--- config.mk ---
export PLATFORM = sky130hd
export DESIGN_NAME = useq_top
export DESIGN_NICKNAME = d
export VERILOG_FILES = /design/src/hw/useq_pkg.sv /design/src/hw/useq_prog_mem.sv /design/src/hw/useq_core.sv /design/src/hw/useq_event_fifo.sv /design/src/hw/useq_port_serializer.sv /design/src/hw/useq_top.sv
export VERILOG_INCLUDE_DIRS = /design/src /design/src/hw
export SDC_FILE = /design/constraint.sdc
export NUM_CORES = 2
export LEC_CHECK = 0
export BUFFER_PORTS_ARGS = -buffer_cell sky130_fd_sc_hd__buf_2
export CORE_MARGIN = 4
export CORE_UTILIZATION = 38
export CTS_CLUSTER_DIAMETER = 80
export DETAILED_ROUTE_END_ITERATION = 8
export PLACE_DENSITY = 0.59
export SLEW_MARGIN = 20
export SYNTH_ARGS = -nofsm -noshare
export SYNTH_HDL_FRONTEND = slang
export SYNTH_SLANG_ARGS = --single-unit
--- constraint.sdc ---
create_clock -name clk -period 4.2 [get_ports clk]
set_clock_uncertainty 0.05 [all_clocks]
set_input_delay 0 -clock clk [delete_from_list [all_inputs] [get_ports clk]]
set_output_delay 0 -clock clk [all_outputs]
set_load 0.03 [all_outputs]
--- src/hw/useq_params.svh ---
`ifndef USEQ_PARAMS_SVH
`define USEQ_PARAMS_SVH

// Data path and address width
`define USEQ_DW 8

// Program memory bytes, one per address
`define USEQ_MEM_DEPTH 256

// Register file size, last one is the link register
`define USEQ_NREGS 16

// Port event buffer entries
`define USEQ_FIFO_DEPTH 4

// Clocks per serialized bit
`define USEQ_BIT_CYCLES 4

`endif

--- src/hw/useq_pkg.sv ---
`include "useq_params.svh"

package useq_pkg;

	// Top nibble of the instruction
	typedef enum logic [3:0] {
		LD, ST, SETB, ADD,
		SUB, EOR, AND, OR,
		JMPR, JNZ, ALU, LDIB,
		LDIT, IO, JSR, SBIT
	} op_group_e;

	typedef enum logic [3:0] {
		INC, DEC, ASL, LSR,
		ASR, SWAP, ROL, ROR,
		SWAPR0, SWAPR1, LDA, SIGT,
		SIEQ, SILT, NOT, CLR
	} alu_op_e;

	typedef enum logic [3:0] {
		OUT, OUTBIT, TGLBIT, IN,
		INBIT, JMP, CALL, RET,
		SEI, RTI, WAIT0, WAIT1,
		MASK4, ABS, NEG, WAITA
	} io_op_e;

	typedef enum logic [1:0] {
		FETCH, EXECUTE, LOADA
	} core_state_e;

	typedef struct packed {
		logic [`USEQ_DW-1:0] pc;    // Sent first
		logic [`USEQ_DW-1:0] value;
	} port_event_t;

endpackage

--- src/hw/useq_prog_mem.sv ---
`timescale 1ns/1ns
`include "useq_params.svh"

module useq_prog_mem (
	input  logic                clk,
	input  logic                i_wr_en,
	input  logic [`USEQ_DW-1:0] i_wr_addr,
	input  logic [`USEQ_DW-1:0] i_wr_data,
	input  logic [`USEQ_DW-1:0] i_rd_addr,
	output logic [`USEQ_DW-1:0] o_rd_data
);

	logic [`USEQ_DW-1:0] mem [`USEQ_MEM_DEPTH];

	// Loader port
	always_ff @(posedge clk)
	begin
		if (i_wr_en)
			mem[i_wr_addr] <= i_wr_data;
	end

	// Same-cycle read for fetch and LDA
	assign o_rd_data = mem[i_rd_addr];

endmodule

--- src/hw/useq_core.sv ---
`timescale 1ns/1ns
`include "useq_params.svh"

module useq_core (
	input  logic                  clk,
	input  logic                  rst_n,
	input  logic                  i_run,
	input  logic [`USEQ_DW-1:0]   i_mem_data,
	input  logic [`USEQ_DW-1:0]   i_port,
	input  logic                  i_evt_full,
	output logic [`USEQ_DW-1:0]   o_mem_addr,
	output logic [`USEQ_DW-1:0]   o_port,
	output logic                  o_evt_wr,
	output useq_pkg::port_event_t o_evt
);
	import useq_pkg::*;

	localparam int DW = `USEQ_DW;
	localparam int LINK = `USEQ_NREGS - 1;

	logic [DW-1:0] acc;
	logic [DW-1:0] pc;
	logic [DW-1:0] instr;
	logic [DW-1:0] regs [`USEQ_NREGS];
	logic [DW-1:0] l_i_port;
	core_state_e   state;

	op_group_e     grp;
	alu_op_e       alu_op;
	io_op_e        io_op;
	logic [3:0]    d_imm;
	logic [2:0]    s_imm;
	logic          b_imm;
	logic [DW-1:0] pc_inc;
	logic [DW-1:0] port_next;
	logic          port_wr;
	logic          stall;

	assign grp    = op_group_e'(instr[7:4]);
	assign alu_op = alu_op_e'(instr[3:0]);
	assign io_op  = io_op_e'(instr[3:0]);
	assign d_imm  = instr[3:0];
	assign s_imm  = instr[3:1];
	assign b_imm  = instr[0];
	assign pc_inc = pc + 1'b1;

	// LDA reads data through the fetch port
	assign o_mem_addr = (state == LOADA) ? acc : pc;

	// New port value of OUT, OUTBIT and TGLBIT
	always_comb
	begin
		port_next = o_port;
		port_wr = 1'b0;
		if (state == EXECUTE && grp == IO)
		begin
			case (io_op)
				OUT:
				begin
					port_next = acc;
					port_wr = 1'b1;
				end
				OUTBIT:
				begin
					port_next[regs[0][2:0]] = acc[0];
					port_wr = 1'b1;
				end
				TGLBIT:
				begin
					port_next[regs[1][2:0]] = ~o_port[regs[1][2:0]];
					port_wr = 1'b1;
				end
				default:
					port_wr = 1'b0;
			endcase
		end
	end

	assign stall     = port_wr && i_evt_full; // Hold in EXECUTE until buffer has room
	assign o_evt_wr  = i_run && port_wr && !i_evt_full;
	assign o_evt.pc    = pc;
	assign o_evt.value = port_next;

	always_ff @(posedge clk)
		l_i_port <= i_port;

	always_ff @(posedge clk)
	begin
		if (!rst_n || !i_run)
		begin
			acc <= '0;
			pc <= '0;
			state <= FETCH;
			o_port <= '0;
			for (int i = 0; i < `USEQ_NREGS; i++)
				regs[i] <= '0;
		end
		else
		begin
			case (state)
				FETCH:
				begin
					instr <= i_mem_data;
					state <= EXECUTE;
				end
				EXECUTE:
				begin
					if (!stall)
					begin
						pc <= pc_inc; // Default, overridden by jumps and skips
						state <= FETCH;
						case (grp)
							LD:   acc <= regs[d_imm];
							ST:   regs[d_imm] <= acc;
							SETB: acc[s_imm] <= b_imm;
							ADD:  acc <= acc + regs[d_imm];
							SUB:  acc <= acc - regs[d_imm];
							EOR:  acc <= acc ^ regs[d_imm];
							AND:  acc <= acc & regs[d_imm];
							OR:   acc <= acc | regs[d_imm];
							JMPR: pc <= pc_inc + DW'(d_imm);
							JNZ:
							begin
								if (acc != '0)
									pc <= pc - DW'(d_imm) - 1'b1;
							end
							ALU:
							begin
								case (alu_op)
									INC:  acc <= acc + 1'b1;
									DEC:  acc <= acc - 1'b1;
									ASL:  acc <= acc << 1;
									LSR:  acc <= acc >> 1;
									ASR:  acc <= {acc[DW-1], acc[DW-1:1]};
									SWAP: acc <= {acc[3:0], acc[7:4]};
									ROL:  acc <= {acc[DW-2:0], acc[DW-1]};
									ROR:  acc <= {acc[0], acc[DW-1:1]};
									SWAPR0:
									begin
										acc <= regs[0];
										regs[0] <= acc;
									end
									SWAPR1:
									begin
										acc <= regs[1];
										regs[1] <= acc;
									end
									LDA:
									begin
										pc <= pc; // Advances after the data read
										state <= LOADA;
									end
									SIGT:
									begin
										if (acc > regs[0])
											pc <= pc_inc + 1'b1;
									end
									SIEQ:
									begin
										if (acc == regs[0])
											pc <= pc_inc + 1'b1;
									end
									SILT:
									begin
										if (acc < regs[0])
											pc <= pc_inc + 1'b1;
									end
									NOT:  acc <= ~acc;
									CLR:  acc <= '0;
								endcase
							end
							LDIB: acc[3:0] <= d_imm;
							LDIT: acc[7:4] <= d_imm;
							IO:
							begin
								case (io_op)
									OUT, OUTBIT, TGLBIT:
										o_port <= port_next;
									IN:    acc <= l_i_port;
									INBIT: acc <= DW'(l_i_port[regs[0][2:0]]);
									JMP:   pc <= acc;
									CALL:
									begin
										regs[LINK] <= pc_inc; // Return address
										pc <= acc;
									end
									RET:   pc <= regs[LINK];
									MASK4: acc <= acc & DW'(4'hf);
									ABS:   acc <= acc[DW-1] ? (~acc + 1'b1) : acc;
									NEG:   acc <= ~acc + 1'b1;
									// SEI, RTI and the waits only step PC
									default:
										pc <= pc_inc;
								endcase
							end
							JSR:  pc <= {d_imm, 4'b0};
							SBIT:
							begin
								if (acc[s_imm] == b_imm)
									pc <= pc_inc + 1'b1;
							end
						endcase
					end
				end
				LOADA:
				begin
					acc <= i_mem_data;
					pc <= pc_inc;
					state <= FETCH;
				end
				default:
					state <= FETCH;
			endcase
		end
	end

endmodule

--- src/hw/useq_event_fifo.sv ---
`timescale 1ns/1ns
`include "useq_params.svh"

module useq_event_fifo (
	input  logic                  clk,
	input  logic                  rst_n,
	input  logic                  i_wr,
	input  useq_pkg::port_event_t i_evt,
	input  logic                  i_rd,
	output useq_pkg::port_event_t o_evt,
	output logic                  o_full,
	output logic                  o_empty
);
	import useq_pkg::*;

	localparam int DEPTH = `USEQ_FIFO_DEPTH;
	localparam int AW = (DEPTH > 1) ? $clog2(DEPTH) : 1;

	port_event_t   mem [DEPTH];
	logic [AW-1:0] wr_ptr;
	logic [AW-1:0] rd_ptr;
	logic [AW:0]   count;

	always_ff @(posedge clk)
	begin
		if (i_wr)
			mem[wr_ptr] <= i_evt;
	end

	always_ff @(posedge clk)
	begin
		if (!rst_n)
		begin
			wr_ptr <= '0;
			rd_ptr <= '0;
			count <= '0;
		end
		else
		begin
			if (i_wr)
				wr_ptr <= (wr_ptr == AW'(DEPTH - 1)) ? '0 : wr_ptr + 1'b1;
			if (i_rd)
				rd_ptr <= (rd_ptr == AW'(DEPTH - 1)) ? '0 : rd_ptr + 1'b1;
			case ({i_wr, i_rd})
				2'b10:   count <= count + 1'b1;
				2'b01:   count <= count - 1'b1;
				default: count <= count; // Both or neither
			endcase
		end
	end

	assign o_evt   = mem[rd_ptr];
	assign o_full  = (count == (AW+1)'(DEPTH));
	assign o_empty = (count == '0);

endmodule

--- src/hw/useq_port_serializer.sv ---
`timescale 1ns/1ns
`include "useq_params.svh"

module useq_port_serializer (
	input  logic                  clk,
	input  logic                  rst_n,
	input  logic                  i_empty,
	input  useq_pkg::port_event_t i_evt,
	output logic                  o_rd,
	output logic                  o_ser_bit,
	output logic                  o_ser_strobe,
	output logic                  o_ser_last
);
	import useq_pkg::*;

	localparam int EW = $bits(port_event_t);
	localparam int BC = `USEQ_BIT_CYCLES;
	localparam int CW = (BC > 1) ? $clog2(BC) : 1;
	localparam int NW = $clog2(EW);

	logic [EW-1:0] shreg;
	logic [CW-1:0] cyc_cnt;
	logic [NW-1:0] bit_cnt;
	logic          busy;

	assign o_rd         = !busy && !i_empty;
	assign o_ser_bit    = shreg[EW-1]; // MSB first
	assign o_ser_strobe = busy && (cyc_cnt == CW'(BC - 1));
	assign o_ser_last   = o_ser_strobe && (bit_cnt == NW'(EW - 1));

	always_ff @(posedge clk)
	begin
		if (o_rd)
			shreg <= i_evt;
		else if (o_ser_strobe)
			shreg <= shreg << 1;
	end

	always_ff @(posedge clk)
	begin
		if (!rst_n)
		begin
			busy <= 1'b0;
			cyc_cnt <= '0;
			bit_cnt <= '0;
		end
		else if (o_rd)
		begin
			busy <= 1'b1;
			cyc_cnt <= '0;
			bit_cnt <= '0;
		end
		else if (busy)
		begin
			if (o_ser_strobe)
			begin
				cyc_cnt <= '0;
				bit_cnt <= bit_cnt + 1'b1;
				if (o_ser_last)
					busy <= 1'b0;
			end
			else
				cyc_cnt <= cyc_cnt + 1'b1;
		end
	end

endmodule

--- src/hw/useq_top.sv ---
`timescale 1ns/1ns
`include "useq_params.svh"

module useq_top (
	input  logic                clk,
	input  logic                rst_n,
	input  logic                i_run,
	input  logic                i_load_en,
	input  logic [`USEQ_DW-1:0] i_load_addr,
	input  logic [`USEQ_DW-1:0] i_load_data,
	input  logic [`USEQ_DW-1:0] i_port,
	output logic [`USEQ_DW-1:0] o_port,
	output logic                o_ser_bit,
	output logic                o_ser_strobe,
	output logic                o_ser_last
);
	import useq_pkg::*;

	logic [`USEQ_DW-1:0] mem_addr;
	logic [`USEQ_DW-1:0] mem_data;
	logic                evt_wr;
	logic                evt_rd;
	logic                evt_full;
	logic                evt_empty;
	port_event_t         core_evt;
	port_event_t         fifo_evt;

	useq_prog_mem i_useq_prog_mem (
		.clk       (clk),
		.i_wr_en   (i_load_en),
		.i_wr_addr (i_load_addr),
		.i_wr_data (i_load_data),
		.i_rd_addr (mem_addr),
		.o_rd_data (mem_data)
	);

	useq_core i_useq_core (
		.clk        (clk),
		.rst_n      (rst_n),
		.i_run      (i_run),
		.i_mem_data (mem_data),
		.i_port     (i_port),
		.i_evt_full (evt_full),
		.o_mem_addr (mem_addr),
		.o_port     (o_port),
		.o_evt_wr   (evt_wr),
		.o_evt      (core_evt)
	);

	useq_event_fifo i_useq_event_fifo (
		.clk     (clk),
		.rst_n   (rst_n),
		.i_wr    (evt_wr),
		.i_evt   (core_evt),
		.i_rd    (evt_rd),
		.o_evt   (fifo_evt),
		.o_full  (evt_full),
		.o_empty (evt_empty)
	);

	useq_port_serializer i_useq_port_serializer (
		.clk          (clk),
		.rst_n        (rst_n),
		.i_empty      (evt_empty),
		.i_evt        (fifo_evt),
		.o_rd         (evt_rd),
		.o_ser_bit    (o_ser_bit),
		.o_ser_strobe (o_ser_strobe),
		.o_ser_last   (o_ser_last)
	);

endmodule

==> out/results.txt <==
status: complete, no violations
hold path startpoint: rst_n
crit-path max FO: 40
die height: 519 um
Critical Path RT: 4.96 ns
FF-to-FF setup slack: 0.01 ns
Rows: 187
RSZ-0062 raised after global routing: yes
global-route wire length before repair: 470 mm
Sw Share: 0.224
Detail Route met3 WL: 32.9 mm
Clock Path Buffers: 4
worst r2r path cells: 14
top_reg_cell synth: edfxtp_1
ANT nets after route: 0
WS Path Type: flip-flop to flip-flop
post-layout util: 0.445
highest metal used: met5
CP max-delay cell: nor3_1
Setup-failing EPs final: 0
P_int: 0.0383 W
relative slew slack: 0.193
layout net count: 7893
syn_area_per_cell: 13.6 um2
H-tree depth: 4
Flop pwr share: 0.519
reg2reg start: i_useq_core.state[1]$_SDFFE_PN0N_
GRT Resource Usage Total: 0.235
metal2 WL: 150 mm
minimum clock period after layout: 4.19 ns
delay-heaviest family, CP: simple AND/OR/NAND/NOR gates
Ports: 39
Vias/cell: 5.88
DRT Pass-1 Iters: 6
CP Cell Sequence: ha_4 -> buf_12 -> mux2i_4 -> buf_12 -> buf_12 -> buf_12 -> nor2_1 -> o32ai_1 -> a311oi_1 -> nor3_1 -> nor3_1 -> nor3_1 -> o32a_1 -> a41o_1
CTS Buf Count: 238
Hold Worst Slack: 0.0982 ns
worst hold path endpoint: i_useq_event_fifo.wr_ptr[0]$_SDFFE_PN0P_
Yosys cell types: 92
Peak VDD IR: 0.403 mV
met1 WL: 132 mm
Fmax: 239 MHz
clk sink count: 2318
number of synthesized flops with an enable pin: 2264
crit path DAT: 4.95 ns
Die Wd: 519 um
max-cap viol count: 0
Syn Std Cell Area: 99400 um2
Layout area overhead: 16.5%
DP Wirelength: 215 mm
Initial Utilization: 0.382
clk slew on worst S/H paths: 0.06 ns
Seq/Total Area, Yosys: 0.695
syn nets: 7410
CP dominant cell by count: buf_12
# DRC: 0
GP Congestion: 0.928
total grt overflow: 0
share of total power in combinational logic: 0.057
CP bufs+invs: 4
Clock Latency Late Sink: 0.96 ns
clock share of power: 0.424
initial antenna violation count: 9
commonest cells after routing, fill and taps aside: 2264 x edfxtp_1, 1215 x nand2_1, 598 x buf_4
R2R Path End: i_useq_core.acc[4]$_SDFFE_PN0P_
TritonCTS clock tree: built
DR iter-0 viols: 8921
WL per Instance: 28.8 um
synth top area cells: edfxtp_1 68%, nand2_1 4.6%, mux2i_1 3.3%
Yosys reg bits: 2318
Critical Path End Type: flip-flop
Final Hold Viols: 0
largest stage delay on the critical path: 0.60 ns
clk root buf: clkbuf_16
via count: 67623
Leak: 40.5 nW
NetSw: 0.0110 W
Synth top area share: 0.684
synthesized instance count: 7314
share of cells above drive strength 1: 0.162
pwr/cell area: 426 nW/um2
die area: 270000 um2
commonest non-fill, non-tap cell in the layout: edfxtp_1
final WL: 330 mm
Slew Viols, Final: 0
number of global-route vias before repair: 64470
Period Utilization, post-route: 0.997
input/output buffers: 38
YS warnings: 0
Min-Delay Path Class: input pin to flip-flop
largest net degree at the start of global routing: 121
CP Launch Type: flip-flop
hold path depth: 3
worst slew pin tran: 1.21 ns
core area: 260000 um2
post-synth top area cell: edfxtp_1
Async S/R FF share, synth: 0
-- worst reg2reg max path, stage by stage, from the launching register on --
cell	delay [ns]
dfxtp_1	0.41
ha_4	0.26
buf_12	0.23
mux2i_4	0.34
buf_12	0.15
buf_12	0.21
buf_12	0.23
nor2_1	0.08
o32ai_1	0.32
a311oi_1	0.14
nor3_1	0.60
nor3_1	0.12
nor3_1	0.33
o32a_1	0.44
a41o_1	0.21
-- sequential cells by signal, summed over array words and instances (netlist names), named ones only --
| name | count |
|---|---|
| i_useq_prog_mem.mem | 2048 |
| i_useq_core.regs | 128 |
| i_useq_event_fifo.mem | 64 |
| i_useq_port_serializer.shreg | 16 |
| i_useq_core.acc | 8 |
| i_useq_core.instr | 8 |
| i_useq_core.l_i_port | 8 |
| i_useq_core.o_port | 8 |
| i_useq_core.pc | 8 |
| i_useq_port_serializer.bit_cnt | 4 |
| i_useq_event_fifo.count | 3 |
| i_useq_core.state | 2 |
| i_useq_event_fifo.rd_ptr | 2 |
| i_useq_event_fifo.wr_ptr | 2 |
| i_useq_port_serializer.cyc_cnt | 2 |
| i_useq_port_serializer.busy | 1 |
-- cell type report --
type	instances	area, um2
Inverter	70	267
Fill cell	23124	144000
Antenna cell	5	12.5
Clock buffer	293	6220
Tap cell	3496	4370
Clock inverter	141	1370
Timing Repair Buffer	765	6890
Multi-Input combinational cell	4404	27600
Sequential cell	2318	69100
-- metal layers --
| layer | track usage | vias to the layer above |
|---|---|---|
| met4 | 0.0974 | 2 |
| met3 | 0.0461 | 673 |
| met1 | 0.324 | 34222 |
| met2 | 0.366 | 3794 |
| li1 | - | 28932 |
| met5 | 0 | - |
-- synthesized netlist by cell type, types with 10 or more instances --
library cell,count
xnor2_1,40
nand2b_1,19
mux4_2,127
o2111ai_1,10
a22oi_1,25
nand3_1,350
buf_2,186
nor3_1,193
a21oi_1,461
buf_4,32
ha_1,62
nand4_1,35
mux2i_1,330
mux2_2,14
and3_1,56
o31ai_1,12
o221ai_1,113
a311oi_1,34
nor4_1,60
clkbuf_1,196
nor2_1,437
inv_1,59
and2_1,20
dfxtp_1,54
edfxtp_1,2264
xor2_1,16
o21bai_1,13
buf_1,49
buf_6,39
o32ai_1,14
nor2b_1,29
buf_12,13
nand2_1,1215
o21ai_1,13
o211ai_1,29
a2111oi_0,23
a211oi_1,58
o21ai_0,212
a221oi_1,30
a31oi_1,80
o22ai_1,98
a21o_1,13
-- power by group through the flow --
| stage | sequential [W] | clock [W] | combinational [W] |
|---|---|---|---|
| final | 0.0256 | 0.0209 | 0.00282 |
| after global routing | 0.0256 | 0.0221 | 0.00296 |
| after floorplan | 0.0261 | 0 | 0.00139 |
| after detailed placement | 0.0261 | 0 | 0.00270 |
| after CTS | 0.0256 | 0.0211 | 0.00275 |
| after global placement | 0.0261 | 0 | 0.00267 |
-- cell families after synthesis --
kind of cell / after synthesis / share of synthesized area
xor+xnor: 57 / 0.00510
fa+ha+maj: 68 / 0.00901
simple gates: 2447 / 0.106
flops: 2318 / 0.695
compound gates: 1350 / 0.0878
mux: 481 / 0.0654
buf+inv: 593 / 0.0319
-- what timing repair did --
action,CTS,global route
setup endpoints to repair,19,22
buffers inserted,3,9
resized for setup,24,34
pin swaps,2,1
hold buffers,40,0
cloned,0,3
hold endpoints to repair,1178,0
-- stage by stage --
stage          setup WS (ns)  power, W  setup TNS, ns  area (um2)  instances
2_1_floorplan        0.00795    0.0275              0       99400       7314
3_3_place_gp          -0.637    0.0288          -5.98      107000      10999
3_5_place_dp          -0.639    0.0288          -5.55      107000      10999
4_1_cts              0.00109    0.0495              0      115000      11476
5_1_grt              -0.0487    0.0507        -0.0876      116000      11488
6_report              0.0116    0.0493              0      116000      11492
-- worst max path at each step --
stage | from | end | slack, ns | depth (start not counted)
after global routing | flip-flop | i_useq_core.acc[6]$_SDFFE_PN0P_ | -0.05 | 15
after floorplan | flip-flop | i_useq_core.acc[7]$_SDFFE_PN0P_ | 0.008 | 18
after detailed placement | i_useq_core.state[0]$_SDFFE_PN0N_ | i_useq_core.acc[7]$_SDFFE_PN0P_ | -0.64 | 17
after global placement | i_useq_core.state[0]$_SDFFE_PN0N_ | flip-flop | -0.64 | 12
final | i_useq_core.state[1]$_SDFFE_PN0N_ | i_useq_core.acc[4]$_SDFFE_PN0P_ | 0.01 | 14
after CTS | i_useq_core.state[1]$_SDFFE_PN0N_ | i_useq_core.instr[6]$_DFFE_PP_ | 0.001 | 13
No activity file was read; power rests on OpenSTA's default activity.
